### src/ifu_pkg.sv
`default_nettype none

package ifu_pkg;

    // Datapath and buffer geometry
    localparam int XLEN        = 32;
    localparam int FETCH_WIDTH = 2;
    localparam int IB_DEPTH    = 8;
    localparam int IB_PTR_W    = $clog2(IB_DEPTH);
    localparam int BLOCK_BYTES = FETCH_WIDTH * 4;

    localparam logic [XLEN-1:0] RESET_PC = 32'h1c00_0000;

    // Major opcodes, LoongArch32 encoding
    localparam logic [16:0] OPC_ADD_W  = 17'h00020;
    localparam logic [9:0]  OPC_ADDI_W = 10'h00a;

    // Counts 0..FETCH_WIDTH, used for pops and credit returns
    typedef logic [$clog2(FETCH_WIDTH + 1)-1:0] cnt_t;

    // 3R format
    typedef struct packed {
        logic [16:0] opcode17;
        logic [4:0]  rk;
        logic [4:0]  rj;
        logic [4:0]  rd;
    } fmt_3r_t;

    // 2RI12 format
    typedef struct packed {
        logic [9:0]  opcode10;
        logic [11:0] imm12;
        logic [4:0]  rj;
        logic [4:0]  rd;
    } fmt_2ri12_t;

    // One instruction word, read in either format
    typedef union packed {
        fmt_3r_t    r3;
        fmt_2ri12_t ri12;
    } instr_word_u;

    typedef struct packed {
        logic            valid;
        logic [XLEN-1:0] pc;
    } icache_req_t;

    // instr[0] belongs to the request pc, instr[1] to pc+4
    typedef struct packed {
        logic                              valid;
        instr_word_u [FETCH_WIDTH-1:0]     instr;
    } icache_rsp_t;

    typedef struct packed {
        logic            valid;
        logic [XLEN-1:0] pc;
    } redirect_t;

    typedef struct packed {
        logic [XLEN-1:0] pc;
        instr_word_u     instr;
    } ib_entry_t;

    // Lane 0 is the oldest entry
    typedef struct packed {
        logic [FETCH_WIDTH-1:0]      valid;
        ib_entry_t [FETCH_WIDTH-1:0] entry;
    } ib_head_t;

    typedef enum logic [1:0] {
        OP_ADD_W,
        OP_ADDI_W,
        OP_ILLEGAL
    } op_kind_e;

    typedef struct packed {
        logic            valid;
        logic [XLEN-1:0] pc;
        op_kind_e        op;
        logic [4:0]      rd;
        logic [4:0]      rj;
        logic [4:0]      rk;
        logic [XLEN-1:0] imm;
    } decoded_t;

endpackage

`default_nettype wire

### src/fetch_unit.sv
`timescale 1ns/1ps
`default_nettype none

module fetch_unit (
    input  logic                                          clk,
    input  logic                                          rst_n_i,
    input  ifu_pkg::redirect_t                            redirect_i,
    output ifu_pkg::icache_req_t                          icache_req_o,
    input  ifu_pkg::icache_rsp_t                          icache_rsp_i,
    output logic                                          ib_push_o,
    output ifu_pkg::ib_entry_t [ifu_pkg::FETCH_WIDTH-1:0] ib_push_block_o,
    input  ifu_pkg::cnt_t                                 credit_return_i
);
    import ifu_pkg::*;

    // Credits range over 0..IB_DEPTH
    logic [IB_PTR_W:0] credits_q;
    logic [IB_PTR_W:0] credits_n;
    logic [XLEN-1:0]   fetch_pc_q;
    logic [XLEN-1:0]   fetch_pc_n;
    logic              pending_q;
    logic              pending_n;
    logic              drop_q;
    logic              drop_n;
    logic              req_valid_q;
    logic [XLEN-1:0]   req_pc_q;
    logic              issue;

    // State as it would be after this edge, before a new request is counted
    always_comb begin
        pending_n = pending_q && !icache_rsp_i.valid;
        if (redirect_i.valid) begin
            // Old path is gone, buffer is emptied in the same cycle
            credits_n  = (IB_PTR_W + 1)'(IB_DEPTH);
            fetch_pc_n = redirect_i.pc & ~XLEN'(BLOCK_BYTES - 1);
            drop_n     = pending_n;
        end else begin
            credits_n  = credits_q + (IB_PTR_W + 1)'(credit_return_i);
            fetch_pc_n = fetch_pc_q;
            drop_n     = drop_q && !icache_rsp_i.valid;
        end
        issue = !pending_n && (credits_n >= (IB_PTR_W + 1)'(FETCH_WIDTH));
    end

    always_ff @(posedge clk) begin
        if (!rst_n_i) begin
            credits_q   <= (IB_PTR_W + 1)'(IB_DEPTH);
            fetch_pc_q  <= RESET_PC;
            pending_q   <= 1'b0;
            drop_q      <= 1'b0;
            req_valid_q <= 1'b0;
        end else begin
            req_valid_q <= issue;
            pending_q   <= pending_n || issue;
            drop_q      <= drop_n;
            if (issue) begin
                credits_q  <= credits_n - (IB_PTR_W + 1)'(FETCH_WIDTH);
                fetch_pc_q <= fetch_pc_n + XLEN'(BLOCK_BYTES);
            end else begin
                credits_q  <= credits_n;
                fetch_pc_q <= fetch_pc_n;
            end
        end
    end

    // PC of the outstanding request
    always_ff @(posedge clk) begin
        if (issue) begin
            req_pc_q <= fetch_pc_n;
        end
    end

    // Request is a single-cycle pulse
    assign icache_req_o.valid = req_valid_q;
    assign icache_req_o.pc    = req_pc_q;

    // Stale responses and those racing a redirect never reach the buffer
    assign ib_push_o = icache_rsp_i.valid && !drop_q && !redirect_i.valid;

    always_comb begin
        for (int i = 0; i < FETCH_WIDTH; i++) begin
            ib_push_block_o[i].pc    = req_pc_q + XLEN'(i * (BLOCK_BYTES / FETCH_WIDTH));
            ib_push_block_o[i].instr = icache_rsp_i.instr[i];
        end
    end

endmodule

`default_nettype wire

### src/instr_buffer.sv
`timescale 1ns/1ps
`default_nettype none

module instr_buffer (
    input  logic                                          clk,
    input  logic                                          rst_n_i,
    input  logic                                          flush_i,
    input  logic                                          push_i,
    input  ifu_pkg::ib_entry_t [ifu_pkg::FETCH_WIDTH-1:0] push_block_i,
    output ifu_pkg::ib_head_t                             head_o,
    input  ifu_pkg::cnt_t                                 pop_i,
    output ifu_pkg::cnt_t                                 credit_return_o
);
    import ifu_pkg::*;

    ib_entry_t           mem_q [IB_DEPTH];
    logic [IB_PTR_W-1:0] wr_ptr_q;
    logic [IB_PTR_W-1:0] rd_ptr_q;
    // Occupancy needs one bit more than the pointers
    logic [IB_PTR_W:0]   count_q;
    logic [IB_PTR_W:0]   push_cnt;
    logic [IB_PTR_W:0]   pop_cnt;

    assign push_cnt = push_i ? (IB_PTR_W + 1)'(FETCH_WIDTH) : '0;
    assign pop_cnt  = (IB_PTR_W + 1)'(pop_i);

    // Storage, a full block per push
    always_ff @(posedge clk) begin
        if (push_i) begin
            for (int i = 0; i < FETCH_WIDTH; i++) begin
                mem_q[wr_ptr_q + IB_PTR_W'(i)] <= push_block_i[i];
            end
        end
    end

    // Pointers wrap naturally, depth is a power of two
    always_ff @(posedge clk) begin
        if (!rst_n_i || flush_i) begin
            wr_ptr_q <= '0;
            rd_ptr_q <= '0;
            count_q  <= '0;
        end else begin
            if (push_i) begin
                wr_ptr_q <= wr_ptr_q + IB_PTR_W'(FETCH_WIDTH);
            end
            rd_ptr_q <= rd_ptr_q + IB_PTR_W'(pop_i);
            count_q  <= count_q + push_cnt - pop_cnt;
        end
    end

    // Slots freed this cycle go back to fetch on the next one
    always_ff @(posedge clk) begin
        if (!rst_n_i || flush_i) begin
            credit_return_o <= '0;
        end else begin
            credit_return_o <= pop_i;
        end
    end

    // Two oldest entries, lane 0 first
    always_comb begin
        for (int i = 0; i < FETCH_WIDTH; i++) begin
            head_o.valid[i] = count_q > (IB_PTR_W + 1)'(i);
            head_o.entry[i] = mem_q[rd_ptr_q + IB_PTR_W'(i)];
        end
    end

endmodule

`default_nettype wire

### src/instr_decoder.sv
`timescale 1ns/1ps
`default_nettype none

module instr_decoder (
    input  logic                                         clk,
    input  logic                                         rst_n_i,
    input  logic                                         flush_i,
    input  ifu_pkg::ib_head_t                            head_i,
    output ifu_pkg::cnt_t                                pop_o,
    output ifu_pkg::decoded_t [ifu_pkg::FETCH_WIDTH-1:0] decoded_o,
    input  logic                                         dispatch_ready_i
);
    import ifu_pkg::*;

    decoded_t [FETCH_WIDTH-1:0] out_q;
    decoded_t [FETCH_WIDTH-1:0] dec_d;
    logic                       out_busy;
    logic                       load;
    cnt_t                       head_cnt;

    // ADD.W first, then ADDI.W, anything else is illegal
    function automatic decoded_t decode_lane(input ib_entry_t entry, input logic valid);
        decoded_t d;
        d       = '0;
        d.valid = valid;
        d.pc    = entry.pc;
        d.op    = OP_ILLEGAL;
        if (entry.instr.r3.opcode17 == OPC_ADD_W) begin
            d.op = OP_ADD_W;
            d.rd = entry.instr.r3.rd;
            d.rj = entry.instr.r3.rj;
            d.rk = entry.instr.r3.rk;
        end else if (entry.instr.ri12.opcode10 == OPC_ADDI_W) begin
            d.op  = OP_ADDI_W;
            d.rd  = entry.instr.ri12.rd;
            d.rj  = entry.instr.ri12.rj;
            d.imm = {{(XLEN - 12){entry.instr.ri12.imm12[11]}}, entry.instr.ri12.imm12};
        end
        return d;
    endfunction

    always_comb begin
        out_busy = 1'b0;
        head_cnt = '0;
        for (int i = 0; i < FETCH_WIDTH; i++) begin
            if (out_q[i].valid) begin
                out_busy = 1'b1;
            end
            if (head_i.valid[i]) begin
                head_cnt = head_cnt + cnt_t'(1);
            end
            dec_d[i] = decode_lane(head_i.entry[i], head_i.valid[i]);
        end
    end

    // Register takes new work when empty or being drained this cycle
    assign load  = !out_busy || dispatch_ready_i;
    assign pop_o = load ? head_cnt : '0;

    always_ff @(posedge clk) begin
        if (!rst_n_i || flush_i) begin
            for (int i = 0; i < FETCH_WIDTH; i++) begin
                out_q[i].valid <= 1'b0;
            end
        end else if (load) begin
            out_q <= dec_d;
        end
    end

    assign decoded_o = out_q;

endmodule

`default_nettype wire

### src/frontend_top.sv
`timescale 1ns/1ps
`default_nettype none

module frontend_top (
    input  logic                                         clk,
    input  logic                                         rst_n_i,
    input  ifu_pkg::redirect_t                           redirect_i,
    output ifu_pkg::icache_req_t                         icache_req_o,
    input  ifu_pkg::icache_rsp_t                         icache_rsp_i,
    output ifu_pkg::decoded_t [ifu_pkg::FETCH_WIDTH-1:0] decoded_o,
    input  logic                                         dispatch_ready_i
);
    import ifu_pkg::*;

    // Fetch to buffer
    logic                        ib_push;
    ib_entry_t [FETCH_WIDTH-1:0] ib_push_block;
    cnt_t                        credit_return;

    // Buffer to decoder
    ib_head_t                    ib_head;
    cnt_t                        ib_pop;

    fetch_unit u_fetch_unit (
        .clk             (clk),
        .rst_n_i         (rst_n_i),
        .redirect_i      (redirect_i),
        .icache_req_o    (icache_req_o),
        .icache_rsp_i    (icache_rsp_i),
        .ib_push_o       (ib_push),
        .ib_push_block_o (ib_push_block),
        .credit_return_i (credit_return)
    );

    instr_buffer u_instr_buffer (
        .clk             (clk),
        .rst_n_i         (rst_n_i),
        .flush_i         (redirect_i.valid),
        .push_i          (ib_push),
        .push_block_i    (ib_push_block),
        .head_o          (ib_head),
        .pop_i           (ib_pop),
        .credit_return_o (credit_return)
    );

    instr_decoder u_instr_decoder (
        .clk              (clk),
        .rst_n_i          (rst_n_i),
        .flush_i          (redirect_i.valid),
        .head_i           (ib_head),
        .pop_o            (ib_pop),
        .decoded_o        (decoded_o),
        .dispatch_ready_i (dispatch_ready_i)
    );

endmodule

`default_nettype wire

### config.mk
export PLATFORM = sky130hd
export DESIGN_NAME = frontend_top
export DESIGN_NICKNAME = d
export VERILOG_FILES = /design/src/ifu_pkg.sv /design/src/fetch_unit.sv /design/src/instr_buffer.sv /design/src/instr_decoder.sv /design/src/frontend_top.sv
export SDC_FILE = /design/constraint.sdc
export NUM_CORES = 1
export LEC_CHECK = 0
export ABC_AREA = 1
export ABC_CLOCK_PERIOD_IN_PS = 9350
export BUFFER_PORTS_ARGS = -buffer_cell sky130_fd_sc_hd__buf_2
export CORE_UTILIZATION = 40
export DETAILED_ROUTE_END_ITERATION = 16
export GPL_ROUTABILITY_DRIVEN = 1
export PLACE_DENSITY_LB_ADDON = 0.2
export RECOVER_POWER = 100
export SLEW_MARGIN = 20
export SYNTH_ARGS = -nofsm -noshare
export SYNTH_HDL_FRONTEND = slang
export SYNTH_SLANG_ARGS = --single-unit
### constraint.sdc
create_clock -name clk -period 9.35 [get_ports clk]
set_input_delay 0.4675 -clock clk [delete_from_list [all_inputs] [get_ports clk]]
set_output_delay 0.4675 -clock clk [all_outputs]
set_load 0.01 [all_outputs]
# Word-level counts from Yosys, hierarchy flattened

Memory sizes are Yosys's and may differ from the RTL's. A register that Yosys moved wholly into a read port is not among the register bits.
Cells that the tools add are included.

Word-level logic and storage cells: 81
Bits in writable memories: 512
Register bits after elaboration: 207
Output and inout bits: 197
Memories: 1
Bits of input ports: 101

Bitwise gates (word level): 3
Order comparisons: 3
Add/subtract/negate cells: 11
Mux-type cells: 18
Equal/unequal tests: 4
Reduce and logical (&&, ||, !) cells: 17

Memory list:

| memory               | depth | width | read ports | clocked after memory_dff | wr ports | RTL line           | source |
|---|---|---|---|---|---|---|---|
| u_instr_buffer.mem_q | 8     | 64    | 2          | 1                        | 2        | instr_buffer.sv:16 | `ib_entry_t mem_q [IB_DEPTH];` |

Operators by type and width:

| cell                                                                   | number |
|---|---|
| 32-bit two-way mux                                                     | 2 |
| 17-bit by 6-bit == test with 1-bit output (second input constant)      | 2 |
| 32-bit by 3-bit adder with 32-bit output (second input constant)       | 1 |
| 32-bit by 4-bit adder with 32-bit output (second input constant)       | 1 |
| 12-bit two-way mux                                                     | 2 |
| 10-bit by 4-bit == test with 1-bit output (second input constant)      | 2 |
| 10-bit two-way mux                                                     | 2 |
| 4-bit by 1-bit > comparator with 1-bit output (second input constant)  | 2 |
| 4-bit two-way mux                                                      | 2 |
| 3-bit by 1-bit adder with 3-bit output (second input constant)         | 2 |
| 1-bit logical NOT                                                      | 6 |
| 1-bit two-way mux                                                      | 6 |
| 2-bit two-way mux                                                      | 3 |
| 1-bit logical AND                                                      | 5 |
| 4-bit by 2-bit adder with 4-bit output                                 | 1 |
| 4-bit adder                                                            | 1 |
| 4-bit by 2-bit >= comparator with 1-bit output (second input constant) | 1 |
| 2-bit OR reduction                                                     | 2 |
| 4-bit by 2-bit subtractor with 4-bit output                            | 1 |
| 4-bit by 2-bit subtractor with 4-bit output (second input constant)    | 1 |
| 3-bit by 2-bit adder with 3-bit output                                 | 1 |
| 3-bit by 2-bit adder with 3-bit output (second input constant)         | 1 |
| 1-bit logical OR                                                       | 3 |
| 3-bit two-way mux                                                      | 1 |
| other kinds (3)                                                        | 5 |

# Longest topological paths before layout

Gate-level depths: netlist of run 1.

Word-level depth: 7
Mapped depth: 15
Mapped depth without buffers: 15

# By module

A second synthesis of run 1 with hierarchy kept.

Cell total of the unflattened synthesis: 4486
Area, all modules: 37882.6 µm²

By module, submodules not included:

| module        | times used | seq. area each (µm²) | area each (µm²) | cells an instance |
|---|---|---|---|---|
| instr_buffer  | 1          | 15595.0              | 27950.6         | 3470 |
| fetch_unit    | 1          | 1741.7               | 5117.4          | 698 |
| instr_decoder | 1          | 3703.6               | 4814.6          | 318 |

# Worst setup path after synthesis of run 1

OpenSTA, ideal clock, no wires.

Kind: input to register
Start: input redirect_i[32] in the netlist's numbering
End: memory u_instr_buffer.mem_q[0][0] in the netlist's numbering, enable pin
Stages: 6
Required time: 8.737 ns
Slack: 2.278 ns
Library setup time: 0.613 ns
Arrival time: 6.460 ns
Path buffers: 3
Path through: buf_6 buf_2 buf_4 nor2_1 inv_1 nor2_1

RTL lines:

| what               | RTL line           | source |
|---|---|---|
| start: declaration | frontend_top.sv:7  | `input ifu_pkg::redirect_t redirect_i,` |
| end: declaration   | instr_buffer.sv:16 |  |

==> flow_metrics.tcl, run 1 <==
set metrics [dict create \
    regArea_um2 20810 \
    start_kind "register" \
    drv_slew 803 \
    cp_max_fo 62 \
    setup_viol 0 \
    synth.net_count 3360 \
    power_density_nw_per_um2 261.2 \
    arrival_ns 6.65 \
    grt_pass1_wl_um 129300 \
    report.final.hold_viol_count 0 \
    grt_max_degree 158 \
    rsz0062_at_grt "false" \
    r2r_cells 9 \
    h-tree-depth 3 \
    coreArea_um2 81980 \
    hold_depth 1 \
    hpwl_um 50540 \
    drt_first_pass_iters 6 \
    worstSetupPathType "register to register" \
    timing.fmax_mhz 158.7 \
    p_total_mw 9.620 \
    multi_input_area_um2 9549 \
    clockBufferDepth 3 \
    ys_seq_area_frac 0.6283 \
    clock_sinks 710 \
    wl_um 86390 \
    status "finished, violations left" \
    synth_top_family_by_area "compound AO/OA/AOI/OAI gates" \
    synthCells 3240 \
    root_buffer "clkbuf_16" \
    avgRoutedWirePerCell_um 19.16 \
    vias 23597 \
    start_util 0.4038 \
    viasPerCell 5.232 \
    hold_path.startpoint "icache_rsp_i[4]" \
    synthAdderAreaFrac 0.007634 \
    violations "max-capacitance violations, max-slew violations" \
    fillers 7840 \
    r2r_end "u_instr_decoder.decoded_o[120]" \
    min_to "u_instr_buffer.mem_q[4][4]" \
    fin_worst_skew_ns 0.02402 \
    clock_latency_ns 0.64 \
    synth_area_per_cell_um2 10.22 \
    ctsResizeCount 0 \
    path_clk_slew_ns 0.06 \
    antenna_found_initial 4 \
    yosysUniqueCellTypes 49 \
    dp.cells 4360 \
    fin_ws_ns 3.050 \
    place_ws_ns 5.062 \
    drc 0 \
    tightest_slew_ns 4.314 \
    grtUsageTotal 0.2036 \
    synth_area_um2 33110 \
    drive_gt1_frac 0.05817 \
    ys_ff_latch 710 \
    ant_nets 0 \
    drt_iter0_markers 1837 \
    cts_buffers 80 \
    first_global_vias 22268 \
    fin_nets 3494 \
    hp-class "input port to register" \
    reg2reg_from "u_instr_buffer.rd_ptr_q[1]" \
    reg2reg_slack_ns 3.05 \
    io_buffers 294 \
    setup_tns_ns 0 \
    cp.required_ns 9.70 \
    endpoint_kind "register" \
    synth-xor-area-share 0.009789 \
    power.leakage_nw 13.22 \
    ir_drop_mv 0.1367 \
    ios 298 \
    synthSimpleGateAreaFrac 0.1325 \
    slew_headroom -1.876 \
    fin_util 0.4493 \
    rows 105 \
    cts_tree "done" \
    post-route-period-util 0.6738 \
    synthMuxAreaShare 0.0006047 \
    die-area_um2 83920 \
    yosys_warnings 0 \
    die_w_um 289.7 \
    die_h_um 289.7 \
    max_cap_viol_count 13 \
    overflow 0 \
    syn2layout_area_growth_pct 11.26 \
    final_cells 4510 \
    synth_compound_area_frac 0.1390 \
    gp_congestion 0.8220 \
    min_period_ns 6.300 \
]
==> logic make-up (layout without fill, tap and decap cells) <==
kind of cell / after synthesis / in the layout
simple gates: 1061 / 1061
flops: 710 / 710
buf+inv: 573 / 771
other cells: 0 / 2
compound gates: 841 / 841
fa+ha+maj: 19 / 19
xor+xnor: 34 / 34
mux: 2 / 2
==> power breakdown <==
group | internal, mW | total, mW | switching (mW)
sequential | 3.77 | 3.95 | 0.176
combinational | 0.777 | 2.55 | 1.77
clock | 1.84 | 3.13 | 1.29
total | 6.39 | 9.62 | 3.23
==> registers in the layout (all words and copies together), names as in the netlist <==
name / count
u_fetch_unit.credits_q: 4
u_fetch_unit.drop_q: 1
u_fetch_unit.fetch_pc_q: 32
u_fetch_unit.pending_q: 1
u_fetch_unit.req_pc_q: 32
u_fetch_unit.req_valid_q: 1
u_instr_buffer.count_q: 4
u_instr_buffer.credit_return_o: 2
u_instr_buffer.mem_q: 504
u_instr_buffer.rd_ptr_q: 3
u_instr_buffer.wr_ptr_q: 2
u_instr_decoder.decoded_o: 124
==> metrics by stage <==
stage	area [um2]	hold slack, ns
after floorplan	33110	0.4167
after global placement	34660	0.4233
after detailed placement	34660	0.4312
after CTS	37310	0.002251
after global routing	36830	0.07687
final	36830	0.09834
==> layout by cell type, fill, tap and decap left out, drive strengths merged <==
| master | n |
|---|---|
| or2 | 5 |
| clkinvlp | 4 |
| diode | 2 |
| dlygate4sd3 | 1 |
| a31oi | 72 |
| nor2 | 334 |
| nor3b | 1 |
| fa | 2 |
| nand4 | 12 |
| clkbuf | 381 |
| xnor2 | 15 |
| o21a | 1 |
| xor2 | 19 |
| clkinv | 22 |
| nand2 | 501 |
| dfxtp | 52 |
| bufinv | 7 |
| edfxtp | 658 |
| o22ai | 11 |
| buf | 51 |
| ha | 17 |
| nand3 | 188 |
| nand3b | 4 |
| nor3 | 10 |
| nor4 | 1 |
| mux2i | 2 |
| o221ai | 10 |
| and2 | 5 |
| a221oi | 10 |
| o21ai | 421 |
| a21oi | 258 |
| o211ai | 54 |
| o31ai | 3 |
| o21bai | 1 |
| inv | 305 |
==> cell usage after synthesis, drive strengths merged <==
library cell  count  share of area
nor3b             1        0.00023
o21bai            1        0.00023
o21a              1        0.00023
o21ai           421          0.065
a21oi           258          0.039
nand4            12         0.0023
buf             200          0.040
a31oi            72          0.014
o221ai           10         0.0026
xor2             19         0.0056
nor2            334          0.039
o31ai             3        0.00068
a221oi           10         0.0026
and2              5        0.00094
nand3b            4        0.00091
nand3           188          0.029
o211ai           54          0.012
nand2           501          0.057
edfxtp          658           0.60
dfxtp            52          0.031
xnor2            15         0.0042
nor4              1        0.00019
inv             300          0.034
ha               17         0.0064
o22ai            11         0.0021
or2               5        0.00095
fa                2         0.0012
mux2i             2        0.00060
nor3             10         0.0015
clkbuf           73         0.0083
==> timing repair <==
item	4_1_cts	5_1_grt
setup buffers	0	0
hold buffers	1	0
hold endpoints to repair	3	0
endpoints found under the setup margin	0	0
==> worst max path at each step <==
stage                                from                        endpoint
4_1_cts        u_instr_buffer.rd_ptr_q[1]  u_instr_decoder.decoded_o[130]
3_3_place_gp   u_instr_buffer.rd_ptr_q[1]  u_instr_decoder.decoded_o[130]
5_1_grt        u_instr_buffer.rd_ptr_q[0]  u_instr_decoder.decoded_o[130]
6_report       u_instr_buffer.rd_ptr_q[1]  u_instr_decoder.decoded_o[120]
3_5_place_dp   u_instr_buffer.rd_ptr_q[1]  u_instr_decoder.decoded_o[130]
2_1_floorplan              redirect_i[32]      u_instr_buffer.mem_q[0][0]
==> critical path, cell delays in order, from the launching register on <==
cell	delay [ns]
dfxtp_4	0.69
ha_1	1.46
clkinvlp_2	1.72
buf_4	0.82
nand3_1	0.22
nand2_1	0.07
nand2_1	0.06
nand2_1	0.19
nand3_2	0.59
a21oi_1	0.14
==> layer usage <==
metal | share of wire | track usage
met3 | 0.072 | 0.03932
met5 | 0.00015 | 0
met1 | 0.43 | 0.2662
met2 | 0.48 | 0.3370
met4 | 0.026 | 0.07199
==> area by class of cell <==
type / count / share of cell area
Timing Repair Buffer: 325 / 0.03659
Antenna cell: 2 / 0.0001359
Sequential cell: 710 / 0.5650
Clock buffer: 108 / 0.05884
Tap cell: 1070 / 0.03635
Multi-Input combinational cell: 1957 / 0.2593
Inverter: 300 / 0.03108
Clock inverter: 38 / 0.01271
Note: power is estimated with default switching activity, not from simulation.
==> run 2, diff against run 1 <==
--- a/config.mk
+++ b/config.mk
@@ -6,7 +6,7 @@
 export NUM_CORES = 1
 export LEC_CHECK = 0
 export ABC_AREA = 1
-export ABC_CLOCK_PERIOD_IN_PS = 9350
+export ABC_CLOCK_PERIOD_IN_PS = 6150
 export BUFFER_PORTS_ARGS = -buffer_cell sky130_fd_sc_hd__buf_2
 export CORE_UTILIZATION = 40
 export DETAILED_ROUTE_END_ITERATION = 16
==> constraint.sdc (replaced) <==
create_clock -name clk -period 6.15 [get_ports clk]
set_input_delay 0.3075 -clock clk [delete_from_list [all_inputs] [get_ports clk]]
set_output_delay 0.3075 -clock clk [all_outputs]
set_load 0.01 [all_outputs]
==> run 2 against run 1 <==
The flow still finishes with violations (max-capacitance violations, max-slew violations). Critical path depth increased by 1. First-iteration DRC count decreased by 4.3%. Worst setup slack got worse by 1.8 ns. Via count increased by 1.2%. Hold slack got worse by 0.064 ns. Design area increased by 1.9%. Total power increased by 53%. Critical path type unchanged. Critical endpoint is now u_instr_decoder.decoded_o[7].
==> flow_metrics.tcl, run 2 (same netlist as run 1, synthesis figures left out) <==
set metrics [dict create \
    cp_max_fo 74 \
    rows 105 \
    path_clk_slew_ns 0.06 \
    place_ws_ns 2.184 \
    report.final.hold_viol_count 0 \
    start_kind "register" \
    rsz0062_at_grt "false" \
    drt_first_pass_iters 5 \
    setup_viol 0 \
    cts_buffers 81 \
    drive_gt1_frac 0.06156 \
    gp_congestion 0.8166 \
    fin_nets 3565 \
    drv_slew 853 \
    max_cap_viol_count 16 \
    die-area_um2 83920 \
    wl_um 86190 \
    ant_nets 0 \
    start_util 0.4038 \
    ir_drop_mv 0.2162 \
    clock_latency_ns 0.64 \
    viasPerCell 5.215 \
    root_buffer "clkbuf_16" \
    power_density_nw_per_um2 392.5 \
    worstSetupPathType "register to register" \
    final_cell_mix "658 x edfxtp_1, 497 x nand2_1, 375 x o21ai_0" \
    timing.fmax_mhz 203.8 \
    violations "max-capacitance violations, max-slew violations" \
    first_global_vias 22594 \
    vias 23888 \
    final_common_cell "edfxtp_1" \
    endpoint_kind "register" \
    clock_sinks 710 \
    die_w_um 289.7 \
    ios 298 \
    post-route-period-util 0.7979 \
    antenna_found_initial 2 \
    top_register "u_instr_buffer.mem_q" \
    post_cts_buffers 0 \
    clockBufferDepth 3 \
    dp.cells 4365 \
    avgRoutedWirePerCell_um 18.81 \
    arrival_ns 5.37 \
    die_h_um 289.7 \
    tightest_slew_ns 3.860 \
    cts_tree "done" \
    coreArea_um2 81980 \
    grt_max_degree 150 \
    status "finished, violations left" \
    overflow 0 \
    fin_ws_ns 1.243 \
    cp.required_ns 6.62 \
    hpwl_um 51420 \
    hp-class "input port to register" \
    fin_worst_skew_ns 0.03680 \
    largest_register_ffs 504 \
    h-tree-depth 3 \
    syn2layout_area_growth_pct 13.42 \
    slew_headroom -1.573 \
    drc 0 \
    placed_area_um2 34690 \
    grtUsageTotal 0.2032 \
    final_cells 4581 \
    grt_pass1_wl_um 130200 \
    io_buffers 294 \
    power.leakage_nw 13.54 \
    final_cell_area_um2 37550 \
    min_period_ns 4.907 \
    drt_iter0_markers 1758 \
]
-- run 2: cell types whose count changed in the layout (fill, tap and decap cells not counted), sizes merged --
cell         previous run  this run
dlygate4sd3             1        67
clkbuf                381       373
clkinv                 22        28
clkinvlp                4        10
buf                    51        50
bufinv                  7         8
inv                   305       306
-- run 2: worst max-delay path, stage by stage (launching register included) --
cell	delay [ns]
dfxtp_4	0.39
clkbuf_2	1.19
clkbuf_2	1.65
o211ai_1	0.24
nand3_1	0.18
nand2_1	0.11
nor2_1	0.11
nand3_1	0.07
nor2_1	0.24
inv_1	0.30
nor2_1	0.25
-- run 2: cell type report --
type / count / area, um2
sequential: 710 / 20810
inverter: 300 / 1145
timing repair buffer: 395 / 2018
clock buffer: 95 / 2161
multi-input combinational: 1957 / 9532
tap: 1070 / 1339
fill: 7720 / 44430
antenna: 2 / 5.005
clock inverter: 52 / 539.3
-- run 2: routing by layer --
layer / wire length [um] / up-vias / share of wire / GRT usage
li1: - / 11633 / - / -
met1: 36980 / 11381 / 0.43 / 0.2634
met2: 41720 / 746 / 0.48 / 0.3450
met3: 5685 / 128 / 0.066 / 0.03791
met4: 1806 / 0 / 0.021 / 0.06086
met5: 0 / - / 0 / 0
-- run 2: power by group --
| group | leakage (nW) | switching [mW] | internal (mW) |
|---|---|---|---|
| Combinational | 5.72 | 2.68 | 1.20 |
| Clock | 1.31 | 1.98 | 2.87 |
| Sequential | 6.51 | 0.288 | 5.72 |
-- run 2: worst paths after layout --
check | from | end | slack [ns] | cells past startpoint
worst max-delay path | u_instr_buffer.rd_ptr_q[1] | u_instr_decoder.decoded_o[7] | 1.24 | 10
worst min-delay path | dispatch_ready_i | u_instr_decoder.decoded_o[81] | 0.03 | 4
worst max register to register | u_instr_buffer.rd_ptr_q[1] | u_instr_decoder.decoded_o[7] | 1.24 | 10
worst min register to register | u_fetch_unit.fetch_pc_q[0] | u_fetch_unit.fetch_pc_q[0] | 0.43 | 2
-- run 2: per-stage QoR --
stage	TNS (ns)	hold WS [ns]	utilization	power, mW
after floorplan	-384.24	0.4064	-	8.944
after global placement	0	0.4260	0.4232	9.965
after detailed placement	0	0.4268	0.4232	10.01
after CTS	0	0.003300	0.4643	14.91
after global routing	0	0.02712	0.4580	15.60
final	0	0.03453	0.4580	14.74
-- run 2: what timing repair did --
item,4_1_cts,5_1_grt
resized for setup,0,0
hold endpoints to repair,259,0
hold buffers,67,0
==> run 3, diff against run 2 <==
--- a/config.mk
+++ b/config.mk
@@ -6,7 +6,7 @@
 export NUM_CORES = 1
 export LEC_CHECK = 0
 export ABC_AREA = 1
-export ABC_CLOCK_PERIOD_IN_PS = 6150
+export ABC_CLOCK_PERIOD_IN_PS = 4960
 export BUFFER_PORTS_ARGS = -buffer_cell sky130_fd_sc_hd__buf_2
 export CORE_UTILIZATION = 40
 export DETAILED_ROUTE_END_ITERATION = 16
==> constraint.sdc (replaced) <==
create_clock -name clk -period 4.96 [get_ports clk]
set_input_delay 0.248 -clock clk [delete_from_list [all_inputs] [get_ports clk]]
set_output_delay 0.248 -clock clk [all_outputs]
set_load 0.01 [all_outputs]
==> run 3 against run 2 <==
Largest power group unchanged. Design area up 0.32%. Clock skew down 0.010 ns. Non-clock buffer count up 16. Clock power up 19%. The run still ends with max-capacitance violations, max-slew violations left. Register-to-register slack worse by 0.38 ns. First-iteration DRC count up 1.1%.
==> flow_metrics.tcl, run 3 (same netlist as run 1, synthesis figures left out) <==
set metrics [dict create \
    first_global_vias 22802 \
    cts_tree "done" \
    r2r_end "u_instr_buffer.rd_ptr_q[2]" \
    fillers 7863 \
    drt_iter0_markers 1777 \
    ios 298 \
    power_frac_seq 0.411 \
    hp-class "input port to register" \
    min_to "u_instr_decoder.decoded_o[81]" \
    largest_register_ffs 504 \
    ctsResizeCount 0 \
    power_density_nw_per_um2 480.5 \
    slowest_stage "clkbuf_1" \
    max_cap_viol_count 8 \
    arrival_ns 4.57 \
    cellInternalPower_mw 12.01 \
    drive_gt1_frac 0.05901 \
    report.final.hold_viol_count 0 \
    clock_sinks 710 \
    endpoint_kind "register" \
    place_ws_ns 1.516 \
    regArea_um2 20810 \
    hold_path.startpoint "dispatch_ready_i" \
    ir_drop_mv 0.3290 \
    timing.fmax_mhz 244.1 \
    overflow 0 \
    h-tree-depth 3 \
    fin_ws_ns 0.8633 \
    slowest_delay_ns 1.98 \
    start_util 0.4038 \
    gp_congestion 0.8186 \
    setup_viol 0 \
    drt_first_pass_iters 5 \
    cts_buffers 80 \
    ant_nets 0 \
    rows 105 \
    path_cells "inv_4, clkbuf_1, xor2_1, ha_1, o21bai_1, o21ai_0, a21oi_1" \
    fin_worst_skew_ns 0.02643 \
    avgRoutedWirePerCell_um 18.90 \
    die_h_um 289.7 \
    die_w_um 289.7 \
    antenna_found_initial 3 \
    fin_nets 3580 \
    grt_pass1_wl_um 130900 \
    wl_um 86930 \
    multi_input_area_um2 9525 \
    status "finished, violations left" \
    clockBufferDepth 3 \
    viasPerCell 5.215 \
    drc 0 \
    worstSetupPathType "register to register" \
    setup_tns_ns 0 \
    cp.required_ns 5.43 \
    start_kind "register" \
    io_buffers 294 \
    whs_ns 0.02605 \
    rsz0062_at_grt "false" \
    final_cell_mix "658 x edfxtp_1, 497 x nand2_1, 379 x o21ai_0" \
    slew_headroom -0.9331 \
    reg2reg_slack_ns 0.86 \
    grt_max_degree 248 \
    power.leakage_nw 13.61 \
    hold_depth 4 \
    path_clk_slew_ns 0.06 \
    post-route-period-util 0.8259 \
    p_clk_frac 0.320 \
    coreArea_um2 81980 \
    min_period_ns 4.097 \
    top_register "u_instr_buffer.mem_q" \
    drv_slew 376 \
    p_sw_mw 6.087 \
    cp_max_fo 40 \
    grtUsageTotal 0.2047 \
    die-area_um2 83920 \
    tightest_slew_ns 2.889 \
    reg2reg_from "u_instr_buffer.rd_ptr_q[1]" \
    clock_latency_ns 0.63 \
    root_buffer "clkbuf_16" \
    p_comb_frac 0.269 \
    hpwl_um 51750 \
    syn2layout_area_growth_pct 13.79 \
    violations "max-capacitance violations, max-slew violations" \
    p_total_mw 18.10 \
    fin_util 0.4595 \
    netSwitchingFraction 0.3363 \
    vias 23985 \
    final_common_cell "edfxtp_1" \
    r2r_cells 7 \
]
run 3: changes by cell type in the layout (fill, tap and decap cells not counted), moves of 4 or more:
cell,delta
clkinv_1,+9
o21ai_0,+4
o21ai_1,-5
clkbuf_8,-5
dlygate4sd3_1,+11
buf_12,+6
clkinvlp_4,-6
run 3: area by class of cell:
cell class | instances | area share
tap | 1070 | 0.03554
clock buffer | 97 | 0.05510
inverter | 300 | 0.03039
antenna | 4 | 0.0002657
sequential | 710 | 0.5525
multi-input combinational | 1957 | 0.2529
timing repair buffer | 411 | 0.06055
clock inverter | 50 | 0.01282
run 3: routing by layer:
metal	global-route usage	vias to the layer above	wire length [um]
met2	0.3408	752	41250
met4	0.07408	0	2418
met1	0.2678	11427	37310
met5	0	-	0
met3	0.03571	149	5946
li1	-	11657	-
run 3: worst max path at each step:
stage / startpoint / endpoint / cells past startpoint
5_1_grt: redirect_i[32] / u_instr_buffer.mem_q[3][29] / 5
2_1_floorplan: redirect_i[32] / u_instr_buffer.mem_q[0][0] / 6
6_report: u_instr_buffer.rd_ptr_q[1] / u_instr_buffer.rd_ptr_q[2] / 7
3_3_place_gp: u_instr_buffer.rd_ptr_q[0] / u_instr_decoder.decoded_o[130] / 10
3_5_place_dp: u_instr_buffer.rd_ptr_q[0] / u_instr_decoder.decoded_o[127] / 6
4_1_cts: u_instr_buffer.rd_ptr_q[0] / u_instr_decoder.decoded_o[127] / 6
run 3: power by group through the flow:
stage	registers (mW)	logic, mW	clock network (mW)
detailed placement	7.56	4.88	0
finish	7.44	4.87	5.79
global route	7.49	5.50	6.16
global placement	7.55	4.84	0
CTS	7.44	4.95	5.93
floorplan	7.44	3.65	0
run 3: through the flow:
step	cell area (um2)	instances
CTS	38170	4594
global route	37660	4597
detailed placement	34830	4369
floorplan	33110	3240
finish	37670	4599
global placement	34830	4369
run 3: critical path, delay by kind of cell, from the launching register on:
family                   cells  cell delay, ns
adder cells (fa/ha/maj)      1            0.31
AO/OA/AOI/OAI                3            0.46
buffers and inverters        2            2.45
flip-flops                   1            0.52
XOR/XNOR                     1            0.19
run 3: repair_timing:
| action | in CTS | in global routing |
|---|---|---|
| hold buffers | 78 | 0 |
| endpoints found under the hold margin | 273 | 0 |
| buffers inserted | 0 | 0 |
